`src/mips_pipe_config.svh`:
```
`ifndef MIPS_PIPE_CONFIG_SVH
`define MIPS_PIPE_CONFIG_SVH

// first fetch address
`define MIPS_RESET_PC 32'h0000_0000

// data path and address width
`define MIPS_XLEN 32

`define MIPS_REG_COUNT 32

// data memory depth in words
`define MIPS_DMEM_WORDS 256

`endif

```
`src/mips_pkg.sv`:
```
`include "mips_pipe_config.svh"

package mips_pkg;

    typedef enum logic [5:0] {
        op_rtype = 6'h00,
        op_j     = 6'h02,
        op_beq   = 6'h04,
        op_bne   = 6'h05,
        op_addiu = 6'h09,
        op_lui   = 6'h0f,
        op_lw    = 6'h23,
        op_sw    = 6'h2b
    } opcode_e;

    typedef enum logic [3:0] {
        alu_add,
        alu_sub,
        alu_and,
        alu_or,
        alu_slt,
        alu_sll,
        alu_lui
    } alu_op_e;

    typedef struct packed {
        logic [5:0] opcode;
        logic [4:0] rs;
        logic [4:0] rt;
        logic [4:0] rd;
        logic [4:0] shamt;
        logic [5:0] funct;
    } r_fmt_t;

    typedef struct packed {
        logic [5:0]  opcode;
        logic [4:0]  rs;
        logic [4:0]  rt;
        logic [15:0] imm16;
    } i_fmt_t;

    // one word, two views
    typedef union packed {
        r_fmt_t r;
        i_fmt_t i;
    } instr_u;

    typedef struct packed {
        logic    reg_write;
        logic    mem_read;
        logic    mem_write;
        logic    use_imm;
        logic    use_shamt;
        logic    mem_to_reg;
        alu_op_e alu_op;
    } ctrl_t;

    typedef struct packed {
        logic                  valid;
        logic [`MIPS_XLEN-1:0] pc_4;
        instr_u                instr;
    } if_id_t;

    typedef struct packed {
        ctrl_t                 ctrl;
        logic [4:0]            rs;
        logic [4:0]            rt;
        logic [`MIPS_XLEN-1:0] rs_val;
        logic [`MIPS_XLEN-1:0] rt_val;
        logic [`MIPS_XLEN-1:0] imm;
        logic [4:0]            shamt;
        logic [4:0]            dest;
    } id_ex_t;

    typedef struct packed {
        logic                  reg_write;
        logic                  mem_read;
        logic                  mem_write;
        logic                  mem_to_reg;
        logic [`MIPS_XLEN-1:0] alu_result;
        logic [`MIPS_XLEN-1:0] store_data;
        logic [4:0]            dest;
    } ex_mem_t;

    typedef struct packed {
        logic                  reg_write;
        logic                  mem_to_reg;
        logic [`MIPS_XLEN-1:0] alu_result;
        logic [`MIPS_XLEN-1:0] load_data;
        logic [4:0]            dest;
    } mem_wb_t;

    typedef struct packed {
        logic [`MIPS_XLEN-1:0] addr;
        logic [`MIPS_XLEN-1:0] wdata;
        logic                  write;
        logic                  read;
    } dmem_req_t;

    // bypass offer from a later stage
    typedef struct packed {
        logic                  reg_write;
        logic [4:0]            dest;
        logic [`MIPS_XLEN-1:0] value;
    } fwd_t;

endpackage

```
`src/fetch_stage.sv`:
```
`timescale 1ns/1ps
`include "mips_pipe_config.svh"

module fetch_stage (
    input  logic                   clk,
    input  logic                   rst,
    input  logic                   cpu_en,
    input  logic                   stall,
    input  logic                   redirect,
    input  logic [`MIPS_XLEN-1:0]  target,
    input  logic [`MIPS_XLEN-1:0]  instruction_in,
    output logic [`MIPS_XLEN-1:0]  pc,
    output mips_pkg::if_id_t       if_id
);

    logic [`MIPS_XLEN-1:0] pc_4;

    assign pc_4 = pc + `MIPS_XLEN'd4;

    always_ff @(posedge clk) begin
        if (rst) begin
            pc          <= `MIPS_RESET_PC;
            if_id.valid <= 1'b0;
        end else if (cpu_en) begin
            if (redirect) begin
                // wrong-path word is dropped
                pc          <= target;
                if_id.valid <= 1'b0;
            end else if (!stall) begin
                pc          <= pc_4;
                if_id.valid <= 1'b1;
                if_id.pc_4  <= pc_4;
                if_id.instr <= instruction_in;
            end
        end
    end

    // targets from decode keep word alignment
    pc_aligned: assert property (
        @(posedge clk) disable iff (rst)
        pc[1:0] == 2'b00
    );

endmodule

```
`src/decode_stage.sv`:
```
`timescale 1ns/1ps
`include "mips_pipe_config.svh"

module decode_stage (
    input  logic                   clk,
    input  logic                   rst,
    input  logic                   cpu_en,
    input  mips_pkg::if_id_t       if_id,
    input  mips_pkg::fwd_t         wb_fwd,
    input  mips_pkg::fwd_t         mem_fwd,
    input  mips_pkg::fwd_t         ex_hazard,
    output mips_pkg::id_ex_t       id_ex,
    output logic                   stall,
    output logic                   redirect,
    output logic [`MIPS_XLEN-1:0]  target
);

    localparam logic [5:0] funct_sll  = 6'h00;
    localparam logic [5:0] funct_addu = 6'h21;
    localparam logic [5:0] funct_subu = 6'h23;
    localparam logic [5:0] funct_and  = 6'h24;
    localparam logic [5:0] funct_or   = 6'h25;
    localparam logic [5:0] funct_slt  = 6'h2a;

    logic [`MIPS_XLEN-1:0] regs [`MIPS_REG_COUNT];
    mips_pkg::instr_u      instr;
    mips_pkg::opcode_e     opcode;
    mips_pkg::ctrl_t       ctrl;
    logic [4:0]            rs;
    logic [4:0]            rt;
    logic [4:0]            dest;
    logic [`MIPS_XLEN-1:0] imm_ext;
    logic [`MIPS_XLEN-1:0] rs_val;
    logic [`MIPS_XLEN-1:0] rt_val;
    logic [`MIPS_XLEN-1:0] br_a;
    logic [`MIPS_XLEN-1:0] br_b;
    logic                  uses_rs;
    logic                  uses_rt;
    logic                  is_branch;
    logic                  taken;
    logic                  ex_load_hit;
    logic                  ex_write_hit;
    logic                  mem_load_hit;
    logic                  mem_load_valid;
    logic [4:0]            mem_load_dest;

    assign instr  = if_id.instr;
    assign opcode = mips_pkg::opcode_e'(instr.r.opcode);
    assign rs     = instr.i.rs;
    assign rt     = instr.i.rt;

    // write-before-read through the wb bypass
    assign rs_val = (rs == 5'd0) ? '0 :
                    (wb_fwd.reg_write && wb_fwd.dest == rs) ? wb_fwd.value : regs[rs];
    assign rt_val = (rt == 5'd0) ? '0 :
                    (wb_fwd.reg_write && wb_fwd.dest == rt) ? wb_fwd.value : regs[rt];

    always_ff @(posedge clk) begin
        if (cpu_en && wb_fwd.reg_write) begin
            regs[wb_fwd.dest] <= wb_fwd.value;
        end
    end

    always_comb begin
        ctrl      = '0;
        dest      = instr.r.rd;
        imm_ext   = {{16{instr.i.imm16[15]}}, instr.i.imm16};
        uses_rs   = 1'b1;
        uses_rt   = 1'b0;
        is_branch = 1'b0;
        case (opcode)
            mips_pkg::op_rtype: begin
                ctrl.reg_write = 1'b1;
                uses_rt        = 1'b1;
                case (instr.r.funct)
                    funct_addu: ctrl.alu_op = mips_pkg::alu_add;
                    funct_subu: ctrl.alu_op = mips_pkg::alu_sub;
                    funct_and:  ctrl.alu_op = mips_pkg::alu_and;
                    funct_or:   ctrl.alu_op = mips_pkg::alu_or;
                    funct_slt:  ctrl.alu_op = mips_pkg::alu_slt;
                    funct_sll: begin
                        ctrl.alu_op    = mips_pkg::alu_sll;
                        ctrl.use_shamt = 1'b1;
                        uses_rs        = 1'b0;
                    end
                    default: ctrl.reg_write = 1'b0;
                endcase
            end
            mips_pkg::op_addiu: begin
                ctrl.reg_write = 1'b1;
                ctrl.use_imm   = 1'b1;
                dest           = rt;
            end
            mips_pkg::op_lui: begin
                ctrl.reg_write = 1'b1;
                ctrl.use_imm   = 1'b1;
                ctrl.alu_op    = mips_pkg::alu_lui;
                dest           = rt;
                imm_ext        = {16'b0, instr.i.imm16};
                uses_rs        = 1'b0;
            end
            mips_pkg::op_lw: begin
                ctrl.reg_write  = 1'b1;
                ctrl.mem_read   = 1'b1;
                ctrl.mem_to_reg = 1'b1;
                ctrl.use_imm    = 1'b1;
                dest            = rt;
            end
            mips_pkg::op_sw: begin
                ctrl.mem_write = 1'b1;
                ctrl.use_imm   = 1'b1;
                uses_rt        = 1'b1;
            end
            mips_pkg::op_beq, mips_pkg::op_bne: begin
                is_branch = 1'b1;
                uses_rt   = 1'b1;
            end
            default: uses_rs = 1'b0;
        endcase
        // r0 is never written
        if (dest == 5'd0) begin
            ctrl.reg_write = 1'b0;
        end
        if (!if_id.valid) begin
            ctrl = '0;
        end
    end

    // load in EX last cycle, now in MEM
    always_ff @(posedge clk) begin
        if (rst) begin
            mem_load_valid <= 1'b0;
        end else if (cpu_en) begin
            mem_load_valid <= ex_hazard.reg_write && ex_hazard.dest != 5'd0;
            mem_load_dest  <= ex_hazard.dest;
        end
    end

    assign ex_load_hit  = ex_hazard.reg_write && ex_hazard.dest != 5'd0 &&
                          ((uses_rs && ex_hazard.dest == rs) ||
                           (uses_rt && ex_hazard.dest == rt));
    assign ex_write_hit = is_branch && id_ex.ctrl.reg_write &&
                          (id_ex.dest == rs || id_ex.dest == rt);
    assign mem_load_hit = is_branch && mem_load_valid &&
                          (mem_load_dest == rs || mem_load_dest == rt);
    assign stall        = if_id.valid && (ex_load_hit || ex_write_hit || mem_load_hit);

    // branch operands, MEM result before the register file
    assign br_a = (mem_fwd.reg_write && mem_fwd.dest == rs) ? mem_fwd.value : rs_val;
    assign br_b = (mem_fwd.reg_write && mem_fwd.dest == rt) ? mem_fwd.value : rt_val;

    always_comb begin
        case (opcode)
            mips_pkg::op_beq: taken = (br_a == br_b);
            mips_pkg::op_bne: taken = (br_a != br_b);
            mips_pkg::op_j:   taken = 1'b1;
            default:          taken = 1'b0;
        endcase
    end

    assign redirect = if_id.valid && !stall && taken;
    assign target   = (opcode == mips_pkg::op_j) ?
                      {if_id.pc_4[31:28], instr.i.rs, instr.i.rt, instr.i.imm16, 2'b00} :
                      if_id.pc_4 + {imm_ext[29:0], 2'b00};

    always_ff @(posedge clk) begin
        if (rst) begin
            id_ex.ctrl <= '0;
        end else if (cpu_en) begin
            id_ex.ctrl   <= stall ? '0 : ctrl;
            id_ex.rs     <= rs;
            id_ex.rt     <= rt;
            id_ex.rs_val <= rs_val;
            id_ex.rt_val <= rt_val;
            id_ex.imm    <= imm_ext;
            id_ex.shamt  <= instr.r.shamt;
            id_ex.dest   <= dest;
        end
    end

    // a stalled instruction waits in IF/ID
    stall_holds_if_id: assert property (
        @(posedge clk) disable iff (rst)
        (cpu_en && stall) |=> $stable(if_id)
    );

endmodule

```
`src/execute_stage.sv`:
```
`timescale 1ns/1ps
`include "mips_pipe_config.svh"

module execute_stage (
    input  logic                 clk,
    input  logic                 rst,
    input  logic                 cpu_en,
    input  mips_pkg::id_ex_t     id_ex,
    input  mips_pkg::fwd_t       wb_fwd,
    output mips_pkg::ex_mem_t    ex_mem,
    output mips_pkg::fwd_t       mem_fwd,
    output mips_pkg::fwd_t       ex_hazard,
    output mips_pkg::dmem_req_t  dmem
);

    logic [`MIPS_XLEN-1:0] fwd_a;
    logic [`MIPS_XLEN-1:0] fwd_b;
    logic [`MIPS_XLEN-1:0] op_a;
    logic [`MIPS_XLEN-1:0] op_b;
    logic [`MIPS_XLEN-1:0] result;

    // MEM wins over WB
    assign fwd_a = (mem_fwd.reg_write && mem_fwd.dest == id_ex.rs) ? mem_fwd.value :
                   (wb_fwd.reg_write && wb_fwd.dest == id_ex.rs) ? wb_fwd.value : id_ex.rs_val;
    assign fwd_b = (mem_fwd.reg_write && mem_fwd.dest == id_ex.rt) ? mem_fwd.value :
                   (wb_fwd.reg_write && wb_fwd.dest == id_ex.rt) ? wb_fwd.value : id_ex.rt_val;

    assign op_a = id_ex.ctrl.use_shamt ? {27'b0, id_ex.shamt} : fwd_a;
    assign op_b = id_ex.ctrl.use_imm ? id_ex.imm : fwd_b;

    always_comb begin
        case (id_ex.ctrl.alu_op)
            mips_pkg::alu_add: result = op_a + op_b;
            mips_pkg::alu_sub: result = op_a - op_b;
            mips_pkg::alu_and: result = op_a & op_b;
            mips_pkg::alu_or:  result = op_a | op_b;
            mips_pkg::alu_slt: result = {31'b0, $signed(op_a) < $signed(op_b)};
            mips_pkg::alu_sll: result = op_b << op_a[4:0];
            mips_pkg::alu_lui: result = {op_b[15:0], 16'b0};
            default:           result = '0;
        endcase
    end

    always_ff @(posedge clk) begin
        if (rst) begin
            ex_mem.reg_write  <= 1'b0;
            ex_mem.mem_read   <= 1'b0;
            ex_mem.mem_write  <= 1'b0;
            ex_mem.mem_to_reg <= 1'b0;
        end else if (cpu_en) begin
            ex_mem.reg_write  <= id_ex.ctrl.reg_write;
            ex_mem.mem_read   <= id_ex.ctrl.mem_read;
            ex_mem.mem_write  <= id_ex.ctrl.mem_write;
            ex_mem.mem_to_reg <= id_ex.ctrl.mem_to_reg;
            ex_mem.alu_result <= result;
            ex_mem.store_data <= fwd_b;
            ex_mem.dest       <= id_ex.dest;
        end
    end

    assign dmem = '{addr:  ex_mem.alu_result,
                    wdata: ex_mem.store_data,
                    write: ex_mem.mem_write,
                    read:  ex_mem.mem_read};

    // load data is not ready until WB
    assign mem_fwd   = '{reg_write: ex_mem.reg_write && !ex_mem.mem_read,
                         dest:      ex_mem.dest,
                         value:     ex_mem.alu_result};
    assign ex_hazard = '{reg_write: id_ex.ctrl.mem_read, dest: id_ex.dest, value: '0};

    dmem_one_op: assert property (
        @(posedge clk) disable iff (rst)
        !(dmem.write && dmem.read)
    );

endmodule

```
`src/writeback_stage.sv`:
```
`timescale 1ns/1ps
`include "mips_pipe_config.svh"

module writeback_stage (
    input  logic                   clk,
    input  logic                   rst,
    input  logic                   cpu_en,
    input  mips_pkg::ex_mem_t      ex_mem,
    input  logic [`MIPS_XLEN-1:0]  data_in,
    output mips_pkg::fwd_t         wb_fwd
);

    mips_pkg::mem_wb_t mem_wb;

    always_ff @(posedge clk) begin
        if (rst) begin
            mem_wb.reg_write <= 1'b0;
        end else if (cpu_en) begin
            mem_wb.reg_write  <= ex_mem.reg_write;
            mem_wb.mem_to_reg <= ex_mem.mem_to_reg;
            mem_wb.alu_result <= ex_mem.alu_result;
            mem_wb.load_data  <= data_in;
            mem_wb.dest       <= ex_mem.dest;
        end
    end

    assign wb_fwd = '{reg_write: mem_wb.reg_write,
                      dest:      mem_wb.dest,
                      value:     mem_wb.mem_to_reg ? mem_wb.load_data : mem_wb.alu_result};

    // decode drops writes to r0
    no_r0_write: assert property (
        @(posedge clk) disable iff (rst)
        !(wb_fwd.reg_write && wb_fwd.dest == 5'd0)
    );

endmodule

```
`src/mips_pipe_top.sv`:
```
`timescale 1ns/1ps
`include "mips_pipe_config.svh"

module mips_pipe_top (
    input  logic                   clk,
    input  logic                   rst,
    input  logic                   cpu_en,
    input  logic [`MIPS_XLEN-1:0]  instruction_in,
    input  logic [`MIPS_XLEN-1:0]  data_in,
    output logic [`MIPS_XLEN-1:0]  pc,
    output mips_pkg::dmem_req_t    dmem
);

    mips_pkg::if_id_t      if_id;
    mips_pkg::id_ex_t      id_ex;
    mips_pkg::ex_mem_t     ex_mem;
    mips_pkg::fwd_t        wb_fwd;
    mips_pkg::fwd_t        mem_fwd;
    mips_pkg::fwd_t        ex_hazard;
    logic                  stall;
    logic                  redirect;
    logic [`MIPS_XLEN-1:0] target;

    fetch_stage u_fetch (
        .clk            (clk),
        .rst            (rst),
        .cpu_en         (cpu_en),
        .stall          (stall),
        .redirect       (redirect),
        .target         (target),
        .instruction_in (instruction_in),
        .pc             (pc),
        .if_id          (if_id)
    );

    decode_stage u_decode (
        .clk       (clk),
        .rst       (rst),
        .cpu_en    (cpu_en),
        .if_id     (if_id),
        .wb_fwd    (wb_fwd),
        .mem_fwd   (mem_fwd),
        .ex_hazard (ex_hazard),
        .id_ex     (id_ex),
        .stall     (stall),
        .redirect  (redirect),
        .target    (target)
    );

    execute_stage u_execute (
        .clk       (clk),
        .rst       (rst),
        .cpu_en    (cpu_en),
        .id_ex     (id_ex),
        .wb_fwd    (wb_fwd),
        .ex_mem    (ex_mem),
        .mem_fwd   (mem_fwd),
        .ex_hazard (ex_hazard),
        .dmem      (dmem)
    );

    writeback_stage u_writeback (
        .clk     (clk),
        .rst     (rst),
        .cpu_en  (cpu_en),
        .ex_mem  (ex_mem),
        .data_in (data_in),
        .wb_fwd  (wb_fwd)
    );

endmodule

```
`config.mk`:
```
export PLATFORM = sky130hd
export DESIGN_NAME = mips_pipe_top
export DESIGN_NICKNAME = d
export VERILOG_FILES = /design/src/mips_pkg.sv /design/src/fetch_stage.sv /design/src/decode_stage.sv /design/src/execute_stage.sv /design/src/writeback_stage.sv /design/src/mips_pipe_top.sv
export VERILOG_INCLUDE_DIRS = /design/src /design/src/src
export SDC_FILE = /design/constraint.sdc
export NUM_CORES = 2
export LEC_CHECK = 0
export ABC_CLOCK_PERIOD_IN_PS = 13800
export BUFFER_PORTS_ARGS = -buffer_cell sky130_fd_sc_hd__buf_2
export CAP_MARGIN = 20
export CORE_MARGIN = 2
export CORE_UTILIZATION = 40
export CTS_CLUSTER_DIAMETER = 200
export DETAILED_ROUTE_END_ITERATION = 10
export HOLD_SLACK_MARGIN = 0.1
export SETUP_SLACK_MARGIN = 0.1
export SYNTH_ARGS = -nofsm -noshare
export SYNTH_HDL_FRONTEND = slang
export SYNTH_SLANG_ARGS = --single-unit
```
`constraint.sdc`:
```
create_clock -name clk -period 13.8 [get_ports clk]
set_input_delay 1.38 -clock clk [delete_from_list [all_inputs] [get_ports clk]]
set_output_delay 1.38 -clock clk [all_outputs]
set_load 0.02 [all_outputs]
```
==> flow_summary_export.csv <==
group,metric,value,unit
worst_setup_path,worstPathCellList,"xor2_1 -> nor4_1 -> and3_2 -> mux2i_1 -> o21ai_0 -> mux2i_4 -> buf_4 -> clkinv_1 -> ha_1 -> o21ba_2 -> o21ai_0 -> a311oi_1 -> o311ai_0 -> a311o_1 -> o31ai_1 -> a21oi_1 -> nor3_1 -> o41ai_1 -> a21oi_1 -> nor2_1 -> a221oi_1 -> xnor2_1 -> o21ai_0",
worst_setup_path,crit_top_cell,"o21ai_0",
sta,setup_tns,0,ps
synth,async_flop_share,0,%
placement,place_congestion,0.965,
routing,wl,249,mm
sta,maxSlewHeadroom,20.5,%
routing,top_layer,"met5",
clocking,numClockSinks,1380,
synth,synth_edf_count,1324,
routing,dr_wl_met2,113,mm
clocking,path_clk_slew,60,ps
finish,finalInstanceArea,81700,um2
synth,synth_nets,5316,
global_route,grt_use_total,26.1,%
placement,dpl_cell_area,77000,um2
synth,synthCells,5110,
synth,synth_top_area_share,53.7,%
sta,grt_setup_unrepaired,"no",
worst_setup_path,crit_family,"compound AO/OA/AOI/OAI gates",
synth,yosysTopAreaCell,"edfxtp_1",
worst_setup_path,r2r_setup_slack,5680,ps
clocking,root_buffer,"clkbuf_16",
placement,post-place-ws,5830,ps
floorplanning,die_x,434,um
clocking,cts_hold_buf,0,
global_route,grt_pass1_wl,352,mm
sta,fin_crit,8120,ps
sta,fmax,0.123,GHz
clocking,cts_tree,"built",
synth,synth_ff_type,"edfxtp_1",
job,maxCapViolCount,0,
synth,ys_ff_latch,1380,
clocking,cts_buffers,152,
worst_setup_path,crit_cells,23,
worst_setup_path,cp.required,14340,ps
placement,dp_hpwl,154,mm
worst_setup_path,worstSetupPathType,"reg2reg",
floorplanning,core,184000,um2
routing,drtIter0Drc,6693,
power,leakagePower,27.5,nW
worst_setup_path,path_buf_inv,2,
clocking,h-tree-depth,4,
finish,drive_above_1_share,22.0,%
worst_setup_path,slowest_stage,"o311ai_0",
sta,finClkSkew,35.8,ps
floorplanning,die_area,189000,um2
routing,firstDrtPassIters,5,
routing,vias_per_cell,6.37,
clocking,post_cts_resized,0,
global_route,grt_pass1_vias,47800,
sta,tightest_slew,1160,ps
floorplanning,top_level_ports,165,
worst_setup_path,cp-end-kind,"register",
status,status,"finished, final reports clean",
finish,layout_common_cells,"edfxtp_1, mux4_2, mux2i_1",
synth,synth_cell_types,100,
finish,final_common_cell,"edfxtp_1",
global_route,grt_antenna_before_repair,4,
routing,met1_length,102,mm
synth,ys_seq_area_share,55.2,%
worst_setup_path,crit_path_max_fanout,31,
synth,synth_area,74100,um2
power,power.density,123,nW/um2
worst_setup_path,cp-start-kind,"register",
routing,wl_per_cell,32.2,um
routing,ant_nets,0,
finish,final_nets,5350,
finish,synthToLayoutAreaGrowth,10.3,%
global_route,grt_max_degree,166,
placement,port_buffers,164,
floorplanning,rows,157,
sta,final_max_slew_viol_count,0,
floorplanning,start_util,40.3,%
global_route,grt_overflow,0,
clocking,clock_latency,810,ps
floorplanning,die_h,434,um
synth,post_synth.cell_area_avg,14.5,um2
sta,worst_slack,5680,ps
synth,ys_top_cells_by_area,"edfxtp_1, mux4_2, mux2i_1",
routing,drc_errors,0,
routing,wl_met3,24.9,mm
power,peakVddDrop,0.126,mV
worst_setup_path,r2r_cells,23,
sta,period_share,58.8,%
worst_hold_path,holdPathStages,0,
synth,yosysWarnings,0,
worst_hold_path,worstHoldStart,"u_fetch.pc[1]",
clocking,cts_max_path_buffers,3,
worst_hold_path,hold_path.class,"reg2reg",
sta,finalSetupViolations,0,
worst_setup_path,worstSetupStartpoint,"u_writeback.wb_fwd[36]",
worst_setup_path,arrival,8660,ps
power,finalPower,10.0,mW
finish,utilization,44.5,%
worst_setup_path,cp_slowest_stage_delay,900,ps
routing,vias,49300,
worst_setup_path,r2r_start,"u_writeback.wb_fwd[36]",
clocking,postCtsSetupBuffers,0,
sta,finalHoldViolCount,0,
[through the flow]
step                instances  hold WS (ps)
floorplan                5110           424
global placement         7449           441
detailed placement       7451           444
CTS                      7724           465
global route             7729           496
finish                   7730           472
[layout make-up]
type / count / area (um2)
antenna: 3 / 7.51
clock buffer: 198 / 4120
clock inverter: 75 / 563
fill: 16200 / 102000
inverter: 167 / 632
multi-input combinational: 3135 / 30300
sequential: 1380 / 40900
tap: 2464 / 3080
timing repair buffer: 308 / 2050
[final timing paths]
kind,end
max,u_execute.dmem[64]
min,u_fetch.if_id[33]
max reg2reg,u_execute.dmem[64]
min reg2reg,u_fetch.if_id[33]
[metal layers]
| metal | track usage, % | vias to the layer above |
|---|---|---|
| li1 | - | 20500 |
| met1 | 36.9 | 25500 |
| met5 | 0 | - |
| met4 | 10.2 | 2 |
| met2 | 39.5 | 2803 |
| met3 | 5.16 | 444 |
[synthesized netlist by cell type (all sizes together), types with 35 or more instances]
library cell / n
nand3: 74
buf: 216
a211oi: 46
a21oi: 196
nor2: 249
a221oi: 61
clkbuf: 212
a22oi: 87
o22ai: 50
xnor2: 101
xor2: 69
nor3: 85
o211ai: 36
nand2b: 35
dfxtp: 56
mux2: 49
edfxtp: 1324
o21ai: 246
mux2i: 406
inv: 158
nand2: 222
ha: 136
mux4: 484
[registers in the layout (all words and copies together), names as in the netlist, named ones only]
signal,count
u_decode.id_ex,105
u_fetch.if_id,65
u_decode.regs,1024
u_execute.ex_mem,7
u_writeback.wb_fwd,6
u_execute.dmem,65
u_fetch.pc,32
u_writeback.mem_wb,65
u_decode.mem_load_valid,1
[logic make-up (layout without fill, tap and decap cells)]
family	after synthesis	count (layout)	synth area share (%)
DFF	1380	1380	55.2
AOI/OAI and AO/OA	1004	1004	9.25
muxes	939	939	21.0
and+or+nand+nor	883	883	5.78
buffers and inverters	595	748	4.36
xor gates and xnor gates	170	170	2.02
adders and majority gates	139	139	2.38
other	0	3	0
[worst reg2reg max path, delay by kind of cell (launching register included)]
kind,cells,cell delay (ps)
AOI/OAI and AO/OA,12,3440
xor gates and xnor gates,2,420
adders and majority gates,1,610
buffers and inverters,2,1140
DFF,1,570
muxes,2,470
and+or+nand+nor,4,1210
[power by group]
group	internal (mW)	switching, mW	total [mW]
Sequential	4.68	0.0840	4.77
Combinational	0.519	0.841	1.36
Clock	2.21	1.70	3.92
Total	7.42	2.63	10.0
Note: power is estimated with default switching activity, not from simulation.
